## config.mk

```make
export PLATFORM = sky130hd
export DESIGN_NAME = descrambler_parallel
export DESIGN_NICKNAME = d
export VERILOG_FILES = /design/src/rtl/pcs_block_pkg.sv /design/src/rtl/descrambler_pkg.sv /design/src/rtl/block_capture.sv /design/src/rtl/descrambler_core.sv /design/src/rtl/output_select.sv /design/src/rtl/descrambler_parallel.sv
export SDC_FILE = /design/constraint.sdc
export NUM_CORES = 1
export LEC_CHECK = 0
export BUFFER_PORTS_ARGS = -buffer_cell sky130_fd_sc_hd__buf_4
export CAP_MARGIN = 20
export CORE_MARGIN = 8
export CORE_UTILIZATION = 60
export CTS_BUF_LIST = sky130_fd_sc_hd__clkbuf_16
export DETAILED_ROUTE_END_ITERATION = 7
export HOLD_SLACK_MARGIN = 0.08
export PLACE_DENSITY = 0.85
export SLEW_MARGIN = 15
export SYNTH_ARGS = -nofsm -noshare
export SYNTH_HDL_FRONTEND = slang
export SYNTH_SLANG_ARGS = --single-unit
export TNS_END_PERCENT = 100
```

## constraint.sdc

```tcl
create_clock -name clock -period 19.8 [get_ports clock]
set_input_delay 3.96 -clock clock [delete_from_list [all_inputs] [get_ports clock]]
set_output_delay 3.96 -clock clock [all_outputs]
set_load 0.02 [all_outputs]
```

## src/rtl/pcs_block_pkg.sv

```systemverilog
`default_nettype none

// ------------------------------
// 64b/66b pcs block definitions
// ------------------------------

package pcs_block_pkg;

  // payload bits carried by one 66-bit block
  localparam int payload_width = 64;

  // sync header bits in front of every payload
  localparam int header_width = 2;

  // bit 0 is the earliest bit on the serial line
  typedef logic [payload_width-1:0] payload_t;

  typedef logic [header_width-1:0] header_t;

  // one block as seen on the pma side
  // header packs into the low two bits after the payload
  typedef struct packed {
    payload_t payload;
    header_t  header;
  } pcs_block_t;

  // block plus the framing flag that came with it
  // both are captured on the same edge so they stay paired
  typedef struct packed {
    pcs_block_t block;
    logic       synched;
  } staged_block_t;

  // header of a control block
  // also the header that registers show out of reset
  localparam header_t header_ctrl = 2'b10;

endpackage

`default_nettype wire

```

## src/rtl/descrambler_pkg.sv

```systemverilog
`default_nettype none

// ------------------------------
// descrambler constants and types
// ------------------------------

package descrambler_pkg;

  // self synchronizing polynomial G(x) = 1 + x^39 + x^58
  // the far tap equals the state length
  localparam int state_width = 58;

  // nearer tap counted in bits back from the current bit
  localparam int tap_near = 39;

  // last 58 scrambled bits of the stream
  // bit 0 holds the most recent bit
  typedef logic [state_width-1:0] state_t;

  // all ones start value
  // any non zero seed flushes out after 58 bits anyway
  localparam state_t state_seed_default = '1;

  // operating mode of the datapath
  // hold freezes the output and the state
  // bypass forwards the staged block as it is
  // descramble runs the xor network and advances the state
  typedef enum logic [1:0] {
    mode_hold       = 2'b00,
    mode_bypass     = 2'b01,
    mode_descramble = 2'b10
  } descram_mode_e;

endpackage

`default_nettype wire

```

## src/rtl/block_capture.sv

```systemverilog
`timescale 1ns/10ps
`default_nettype none

// registered input stage
// captures the incoming block and its framing flag on every edge
module block_capture (
  input  wire                           clock,
  input  wire                           reset,
  input  wire pcs_block_pkg::pcs_block_t datain,
  input  wire                           din_synched,
  output pcs_block_pkg::staged_block_t  stage
);

  // ------------------------------
  // reset value of the stage
  // ------------------------------

  // empty control block, not framed
  localparam pcs_block_pkg::staged_block_t stage_reset = '{
    block: '{
      payload: '0,
      header:  pcs_block_pkg::header_ctrl
    },
    synched: 1'b0
  };

  // ------------------------------
  // capture register
  // ------------------------------

  // runs in every mode
  // words presented while the output holds are simply overwritten here
  always_ff @(posedge clock or posedge reset) begin
    if (reset) begin
      stage <= stage_reset;
    end else begin
      // the only place a block and its flag are joined
      stage.block   <= datain;
      stage.synched <= din_synched;
    end
  end

endmodule

`default_nettype wire

```

## src/rtl/descrambler_core.sv

```systemverilog
`timescale 1ns/10ps
`default_nettype none

// 58-bit descrambler state and the 64-bit parallel xor network
// works on one staged payload per clock
module descrambler_core #(
  parameter descrambler_pkg::state_t state_seed = descrambler_pkg::state_seed_default
) (
  input  wire                          clock,
  input  wire                          reset,
  input  wire pcs_block_pkg::payload_t stage_payload,
  input  wire                          advance,
  output pcs_block_pkg::payload_t      plain_payload
);

  // ------------------------------
  // sizes
  // ------------------------------

  localparam int payload_width = pcs_block_pkg::payload_width;
  localparam int state_width   = descrambler_pkg::state_width;
  localparam int tap_near      = descrambler_pkg::tap_near;

  // state bits followed by payload bits, in stream order
  localparam int hist_width = payload_width + state_width;

  // ------------------------------
  // signals
  // ------------------------------

  // scrambled bits seen so far
  // state_q[0] is the last bit of the previous payload
  descrambler_pkg::state_t state_q;

  // value loaded into state_q when the word is consumed
  descrambler_pkg::state_t state_next;

  // scrambled stream laid out by position
  // history[j] is stream bit j - 58 relative to this payload
  // so history[57:0] is the old state and history[121:58] the payload
  logic [hist_width-1:0] history;

  // ------------------------------
  // stream view
  // ------------------------------

  always_comb begin : history_build
    // the state is stored newest first, flip it into stream order
    for (int m = 0; m < state_width; m++) begin
      history[m] = state_q[state_width-1-m];
    end
    history[hist_width-1:state_width] = stage_payload;
  end

  // ------------------------------
  // parallel xor network
  // ------------------------------

  // serial rule out(n) = in(n) ^ in(n-39) ^ in(n-58)
  // unrolled over the whole word in one step
  // bits 0..38 take both taps from the state
  // bits 39..57 take the far tap from the state
  // bits 58..63 use only this payload
  always_comb begin : xor_network
    for (int i = 0; i < payload_width; i++) begin
      plain_payload[i] = history[i+state_width]
                       ^ history[i+state_width-tap_near]
                       ^ history[i];
    end
  end

  // ------------------------------
  // state update
  // ------------------------------

  // keep the last 58 scrambled bits of the word
  // payload bit 63 becomes the newest bit at state bit 0
  // payload bit 6 ends up oldest at state bit 57
  always_comb begin : state_load
    for (int k = 0; k < state_width; k++) begin
      state_next[k] = stage_payload[payload_width-1-k];
    end
  end

  // advance is high only when the word is really descrambled
  // bypass and hold leave the history untouched
  always_ff @(posedge clock or posedge reset) begin
    if (reset) begin
      state_q <= state_seed;
    end else if (advance) begin
      state_q <= state_next;
    end
  end

endmodule

`default_nettype wire

```

## src/rtl/output_select.sv

```systemverilog
`timescale 1ns/10ps
`default_nettype none

// mode decode and the output block register
module output_select (
  input  wire                             clock,
  input  wire                             reset,
  input  wire pcs_block_pkg::staged_block_t stage,
  input  wire pcs_block_pkg::payload_t    plain_payload,
  input  wire                             descram_enable,
  input  wire                             bypass_enable,
  output logic                            advance,
  output pcs_block_pkg::pcs_block_t       dataout,
  output logic                            dout_synched
);

  // ------------------------------
  // mode decode
  // ------------------------------

  descrambler_pkg::descram_mode_e mode;

  // descram_enable low wins over bypass
  always_comb begin
    if (!descram_enable) begin
      mode = descrambler_pkg::mode_hold;
    end else if (bypass_enable) begin
      mode = descrambler_pkg::mode_bypass;
    end else begin
      mode = descrambler_pkg::mode_descramble;
    end
  end

  // the core consumes the staged word only when descrambling
  assign advance = (mode == descrambler_pkg::mode_descramble);

  // ------------------------------
  // output register
  // ------------------------------

  always_ff @(posedge clock or posedge reset) begin
    if (reset) begin
      dataout.payload <= '0;
      dataout.header  <= pcs_block_pkg::header_ctrl;
    end else begin
      case (mode)
        descrambler_pkg::mode_descramble: begin
          // header is never scrambled
          dataout.payload <= plain_payload;
          dataout.header  <= stage.block.header;
        end
        descrambler_pkg::mode_bypass: begin
          dataout <= stage.block;
        end
        default: begin
          // hold, last word stays on the output
          dataout <= dataout;
        end
      endcase
    end
  end

  // framing flag follows its block through the stage
  // updated in every mode so it stays two cycles behind din_synched
  always_ff @(posedge clock or posedge reset) begin
    if (reset) begin
      dout_synched <= 1'b0;
    end else begin
      dout_synched <= stage.synched;
    end
  end

endmodule

`default_nettype wire

```

## src/rtl/descrambler_parallel.sv

```systemverilog
`timescale 1ns/10ps
`default_nettype none

// 10GBASE-R parallel descrambler, one 66-bit block per clock
// datain to dataout takes two cycles
module descrambler_parallel #(
  parameter descrambler_pkg::state_t state_seed = descrambler_pkg::state_seed_default
) (
  input  wire                           clock,
  input  wire                           reset,
  input  wire pcs_block_pkg::pcs_block_t datain,
  input  wire                           descram_enable,
  input  wire                           bypass_enable,
  input  wire                           din_synched,
  output pcs_block_pkg::pcs_block_t     dataout,
  output logic                          dout_synched
);

  // ------------------------------
  // internal wiring
  // ------------------------------

  // registered block plus framing flag
  pcs_block_pkg::staged_block_t stage;

  // high when the staged word is descrambled this cycle
  logic advance;

  // combinational result of the xor network
  pcs_block_pkg::payload_t plain_payload;

  // first cycle, capture block and flag
  block_capture i_block_capture (
    .clock       (clock),
    .reset       (reset),
    .datain      (datain),
    .din_synched (din_synched),
    .stage       (stage)
  );

  // state register and xor network
  descrambler_core #(
    .state_seed (state_seed)
  ) i_descrambler_core (
    .clock         (clock),
    .reset         (reset),
    .stage_payload (stage.block.payload),
    .advance       (advance),
    .plain_payload (plain_payload)
  );

  // second cycle, pick the result by mode and register it
  output_select i_output_select (
    .clock          (clock),
    .reset          (reset),
    .stage          (stage),
    .plain_payload  (plain_payload),
    .descram_enable (descram_enable),
    .bypass_enable  (bypass_enable),
    .advance        (advance),
    .dataout        (dataout),
    .dout_synched   (dout_synched)
  );

endmodule

`default_nettype wire

```

==> results of run 1 <==
-- registers in the layout, summed over array words and instances (netlist names) --
signal and flops:
i_block_capture.stage 67, i_descrambler_core.state_q 58, i_output_select.dataout 66, i_output_select.dout_synched 1
-- logic make-up after synthesis --
kind of cell	after synthesis	synth area share
AOI/OAI and AO/OA	128	0.0929
xor gates and xnor gates	64	0.0722
buffers and inverters	36	0.0251
DFF	192	0.629
muxes	60	0.0967
and+or+nand+nor	129	0.0843
-- where the power goes --
group / total [W] / internal, W / switching (W)
combinational: 0.000181 / 0.0000911 / 0.0000902
clock: 0.000337 / 0.000195 / 0.000141
sequential: 0.000492 / 0.000451 / 0.0000406
-- cell usage in the layout, fill, tap and decap left out, drive strengths merged, types with 4 or more instances in the layout --
master	count
dfstp	60
nor2	64
a31oi	64
xnor2	64
clkinvlp	4
or3	64
clkbuf	17
dfrtp	132
mux2	60
o21ai	64
inv	6
buf	139
-- through the flow --
step / utilization / power, W
floorplan: - / 0.000606
global placement: 0.700 / 0.000671
detailed placement: 0.700 / 0.000679
CTS: 0.746 / 0.00102
global route: 0.746 / 0.00105
finish: 0.746 / 0.00101
-- worst register-to-register path: cells and delay by family, from the launching register on --
kind            cells  cell delay [ps]
compound gates      1              200
xor+xnor            1              130
flops               1              570
simple gates        1              330
-- worst min path at each step --
stage | startpoint | slack, ps | endpoint
4_1_cts | i_block_capture.stage[0]$_DFF_PP0_ | 360 | i_output_select.dout_synched$_DFF_PP0_
3_5_place_dp | i_block_capture.stage[0]$_DFF_PP0_ | 350 | i_output_select.dout_synched$_DFF_PP0_
6_report | i_block_capture.stage[0]$_DFF_PP0_ | 360 | i_output_select.dout_synched$_DFF_PP0_
2_1_floorplan | i_block_capture.stage[0]$_DFF_PP0_ | 330 | i_output_select.dout_synched$_DFF_PP0_
3_3_place_gp | i_block_capture.stage[0]$_DFF_PP0_ | 340 | i_output_select.dout_synched$_DFF_PP0_
5_1_grt | i_block_capture.stage[0]$_DFF_PP0_ | 360 | i_output_select.dout_synched$_DFF_PP0_
-- layout make-up --
type                       instances  area (µm²)  area share
timing repair buffer             139        1040       0.111
clock inverter                    15         155      0.0165
multi-input combinational        381        2690       0.285
inverter                           1        11.3     0.00120
clock buffer                      17         425      0.0452
sequential                       192        4880       0.518
tap                              172         215      0.0229
-- layer usage --
layer | up-vias | GRT usage | wire length (µm)
met5 | - | 0 | 0
met4 | 0 | 0.0792 | 311
met3 | 24 | 0.0661 | 958
met2 | 160 | 0.344 | 8380
met1 | 2524 | 0.253 | 7050
li1 | 2393 | - | -
==> run_results.csv, run 1 <==
group,metric,value,unit
grt,grt_max_degree,130,
synth,syn_nets,680,
floorplanning,fp-row-count,41,
clocking,cts_resized,0,
synth,yosys-top-cells-area,"dfrtp_1 43%, dfstp_2 20%, xnor2_1 7.2%",
worst_setup_path,cp_slowest_cell,"nand2b_4",
clocking,clk_pin_slew_worst_paths,60,ps
floorplanning,core_area,12600,µm²
hold_path,hp-class,"reg2reg",
hold_path,hold_path_depth,0,
place,post-place-ws,13680,ps
sta,tightest_slew,1010,ps
synth,synth_top_area_share,0.426,
clocking,insertion_delay,440,ps
worst_setup_path,cp.required,20160,ps
worst_setup_path,crit_family,"simple AND/OR/NAND/NOR gates",
place,place_area,8840,µm²
detailed_routing,ant_nets,0,
grt,grt_pass1_wl,27200,µm
clocking,cts_tree,"yes",
synth,synth_ff_type,"dfrtp_1",
worst_setup_path,cp_max_fo,129,
place,globalplace.congestion,0.777,
layout,fin_cells,917,
clocking,clk_root_buffer_cell,"clkbuf_16",
clocking,numCtsBuffers,17,
place,dp_cells,885,
sta,min_period,5710,ps
grt,antenna_found_initial,0,
synth,syn_area_per_cell,12.7,µm²
sta,slew_headroom,0.324,
worst_setup_path,r2r-end,"i_output_select.dataout[57]$_DFFE_PP0P_",
sta,fmax,175,MHz
synth,synthArstFlopShare,1.00,
synth,syn_area,7760,µm²
worst_setup_path,crit_type,"in2reg",
worst_setup_path,r2r_cells,3,
layout,syn_to_final_growth,21.3,%
layout,diodes,0,
worst_setup_path,path_cells,"buf_4 > nand2b_4 > mux2_2",
detailed_routing,drtPass1Iterations,5,
sta,whs,360,ps
sta,fin_crit_sh,0.289,
detailed_routing,vias,5101,
floorplanning,fp.dieArea,16800,µm²
power_and_ir_drop,power.density,107,nW/µm²
run_status,status,"finished, final reports clean",
detailed_routing,via_per_inst,5.56,
clocking,holdBufCountCts,0,
sta,grt_setup_unrepaired,"no",
worst_setup_path,cp-end-kind,"flop",
clocking,clock_path_buffers,2,
clocking,postCtsSetupRepairBufs,0,
synth,synth_cells,609,
worst_setup_path,arrival,6070,ps
place,portBuffers,137,
sta,hold_viol_final,0,
clocking,cts_htree_levels,4,
layout,drive_gt1_frac,0.384,
sta,setup_viol,0,
detailed_routing,wire_per_inst,18.2,µm
synth,synth_edf_count,0,
grt,overflow,0,
synth,yosysUniqueCellTypes,15,
layout,nNetsFinal,803,
sta,skew,11.4,ps
synth,ys_warn_count,0,
worst_setup_path,path_buf_inv,1,
floorplanning,die_w,130,µm
job,maxCapViolCount,0,
synth,yosys_register_bits,192,
power_and_ir_drop,max-vdd-ir-drop,0.0000735,V
layout,fin_area,9420,µm²
worst_setup_path,cpPeakStageDelay,880,ps
worst_setup_path,worst_setup_path_start_kind,"primary input",
sta,fin_tns_setup,0,ps
synth,synth_area_leader_cell,"dfrtp_1",
synth,ys_seq_area_frac,0.629,
synth,synth.most_common_cell,"dfrtp_1",
floorplanning,design.portCount,138,
worst_setup_path,crit_end,"i_descrambler_core.state_q[44]$_DFFE_PP1N_",
detailed_routing,remaining_drc_errors,0,
grt,grt_usage,0.209,
floorplanning,die_h,130,µm
clocking,numClockSinks,192,
detailed_routing,dr.first_iter.drc_count,352,
layout,fillers,843,
worst_setup_path,cp_num_cells,3,
place,dp_hpwl,11000,µm
worst_setup_path,timing.rr.start,"i_descrambler_core.state_q[2]$_DFFE_PP1N_",
worst_setup_path,critPathLaunch,"bypass_enable",
worst_setup_path,r2r_setup_slack,18480,ps
power_and_ir_drop,leakagePower,3.94,nW
sta,fin_ws,14090,ps
sta,slew_viol_final,0,
grt,grt_pass1_vias,5490,
floorplanning,start_util,0.615,
detailed_routing,finalWirelength,16700,µm
Note: power is estimated with default switching activity, not from simulation.
==> inputs of run 2 (changes only) <==
--- a/config.mk
+++ b/config.mk
@@ -8,11 +8,11 @@
 export BUFFER_PORTS_ARGS = -buffer_cell sky130_fd_sc_hd__buf_4
 export CAP_MARGIN = 20
 export CORE_MARGIN = 8
-export CORE_UTILIZATION = 60
+export CORE_UTILIZATION = 56
 export CTS_BUF_LIST = sky130_fd_sc_hd__clkbuf_16
 export DETAILED_ROUTE_END_ITERATION = 7
 export HOLD_SLACK_MARGIN = 0.08
-export PLACE_DENSITY = 0.85
+export PLACE_DENSITY = 0.8
 export SLEW_MARGIN = 15
 export SYNTH_ARGS = -nofsm -noshare
 export SYNTH_HDL_FRONTEND = slang
==> constraint.sdc (replaced) <==
create_clock -name clock -period 5.6 [get_ports clock]
set_input_delay 1.12 -clock clock [delete_from_list [all_inputs] [get_ports clock]]
set_output_delay 1.12 -clock clock [all_outputs]
set_load 0.02 [all_outputs]
==> run_results.csv, run 2 (synthesized netlist as in run 1, its figures left out) <==
group,metric,value,unit
worst_setup_path,cpPeakStageDelay,680,ps
layout,final_common_cell,"buf_4",
power_and_ir_drop,max-vdd-ir-drop,0.000260,V
floorplanning,fp-row-count,43,
worst_setup_path,cp_common_cell,"buf_4",
detailed_routing,drt-met1-wl,7140,µm
worst_setup_path,cp-end-kind,"flop",
layout,diodes,0,
sta,fin_crit_sh,0.432,
worst_setup_path,path_buf_inv,2,
layout,reg_top3,"i_block_capture.stage: 67 flops, i_output_select.dataout: 66 flops, i_descrambler_core.state_q: 58 flops",
power_and_ir_drop,power.density,367,nW/µm²
place,globalplace.congestion,0.823,
sta,fin_ws,3180,ps
sta,grt_setup_unrepaired,"no",
detailed_routing,wire_per_inst,18.4,µm
clocking,postCtsSetupRepairBufs,0,
place,portBuffers,137,
run_status,status,"finished, final reports clean",
layout,top_register,"i_block_capture.stage",
place,dp_hpwl,11400,µm
worst_setup_path,cp_slowest_cell,"buf_4",
detailed_routing,remaining_drc_errors,0,
detailed_routing,drtPass1Iterations,5,
floorplanning,core_area,13700,µm²
grt,grt_max_degree,193,
floorplanning,start_util,0.566,
grt,overflow,0,
sta,skew,8.19,ps
detailed_routing,wl_met3,884,µm
sta,setup_viol,0,
job,maxCapViolCount,0,
floorplanning,die_h,134,µm
sta,slew_headroom,0.293,
grt,grt_usage,0.195,
clocking,clk_root_buffer_cell,"clkbuf_16",
layout,syn_to_final_growth,20.7,%
sta,fin_tns_setup,0,ps
floorplanning,fp.dieArea,17900,µm²
detailed_routing,dr_wl_met2,8650,µm
worst_setup_path,worst_setup_path_start_kind,"primary input",
worst_setup_path,cp.required,5910,ps
hold_path,hp-class,"reg2reg",
clocking,insertion_delay,430,ps
worst_setup_path,cp_num_cells,3,
detailed_routing,finalWirelength,17000,µm
sta,hold_viol_final,0,
worst_setup_path,timing.rr.start,"i_descrambler_core.state_q[2]$_DFFE_PP1N_",
detailed_routing,dr.first_iter.drc_count,456,
detailed_routing,ant_nets,0,
layout,nNetsFinal,804,
sta,fmax,414,MHz
worst_setup_path,cp_max_fo,74,
clocking,clock_path_buffers,2,
detailed_routing,top_layer,"met4",
sta,min_period,2420,ps
worst_setup_path,r2r-end,"i_output_select.dataout[57]$_DFFE_PP0P_",
worst_setup_path,path_cells,"buf_4 > buf_4 > mux2_2",
clocking,numClockSinks,192,
worst_setup_path,crit_end,"i_output_select.dataout[0]$_DFFE_PP0P_",
grt,grt_pass1_wl,27400,µm
layout,drive_gt1_frac,0.383,
clocking,cts_tree,"yes",
sta,tightest_slew,1060,ps
clocking,holdBufCountCts,0,
worst_setup_path,critPathLaunch,"descram_enable",
grt,antenna_found_initial,0,
worst_setup_path,crit_family,"buffers and inverters",
worst_setup_path,r2r_cells,3,
clocking,cts_htree_levels,4,
floorplanning,design.portCount,138,
clocking,cts_resized,0,
power_and_ir_drop,leakagePower,3.91,nW
sta,whs,351,ps
worst_setup_path,r2r_setup_slack,4290,ps
sta,slew_viol_final,0,
grt,grt_pass1_vias,5331,
detailed_routing,via_per_inst,5.58,
worst_setup_path,arrival,2730,ps
layout,largest_reg_flops,67,
worst_setup_path,crit_type,"in2reg",
floorplanning,die_w,134,µm
clocking,numCtsBuffers,17,
detailed_routing,vias,5171,
clocking,clk_pin_slew_worst_paths,60,ps
place,post-place-ws,2770,ps
layout,most-common-layout-cells,"139 x buf_4, 132 x dfrtp_1",
==> run 2: final cells by class <==
| class | count | area (µm²) |
|---|---|---|
| Timing Repair Buffer | 140 | 1060 |
| Multi-Input combinational cell | 381 | 2690 |
| Clock buffer | 17 | 425 |
| Inverter | 1 | 7.51 |
| Clock inverter | 15 | 83.8 |
| Sequential cell | 192 | 4880 |
| Tap cell | 180 | 225 |
| Fill cell | 984 | 4350 |
==> run 2: how the worst min path moves through the flow <==
| stage | start | endpoint | slack (ps) | depth (start not counted) |
|---|---|---|---|---|
| after floorplan | i_block_capture.stage[0]$_DFF_PP0_ | i_output_select.dout_synched$_DFF_PP0_ | 330 | 0 |
| after global placement | i_block_capture.stage[0]$_DFF_PP0_ | i_output_select.dout_synched$_DFF_PP0_ | 340 | 0 |
| after detailed placement | i_block_capture.stage[0]$_DFF_PP0_ | i_output_select.dout_synched$_DFF_PP0_ | 340 | 0 |
| after CTS | i_block_capture.stage[0]$_DFF_PP0_ | i_output_select.dout_synched$_DFF_PP0_ | 350 | 0 |
| after global routing | i_block_capture.stage[0]$_DFF_PP0_ | i_output_select.dout_synched$_DFF_PP0_ | 360 | 0 |
| final | i_block_capture.stage[0]$_DFF_PP0_ | i_output_select.dout_synched$_DFF_PP0_ | 350 | 0 |
==> run 2: per-layer routing <==
| metal | vias to the layer above | GRT usage |
|---|---|---|
| met5 | - | 0 |
| met4 | 0 | 0.0767 |
| met3 | 30 | 0.0614 |
| met2 | 151 | 0.322 |
| met1 | 2596 | 0.232 |
| li1 | 2394 | - |
==> run 2: where the power goes <==
part           switching, W  internal (W)
registers          0.000145       0.00160
logic              0.000317      0.000323
clock network      0.000505      0.000555
total              0.000967       0.00247
==> run 2: metrics by stage <==
| step | std cells | util | area [µm²] | total power (W) |
|---|---|---|---|---|
| floorplan | 609 | - | 7760 | 0.00214 |
| global placement | 894 | 0.646 | 8860 | 0.00237 |
| detailed placement | 894 | 0.646 | 8860 | 0.00241 |
| CTS | 926 | 0.683 | 9370 | 0.00346 |
| global route | 926 | 0.683 | 9370 | 0.00359 |
| finish | 926 | 0.683 | 9370 | 0.00344 |
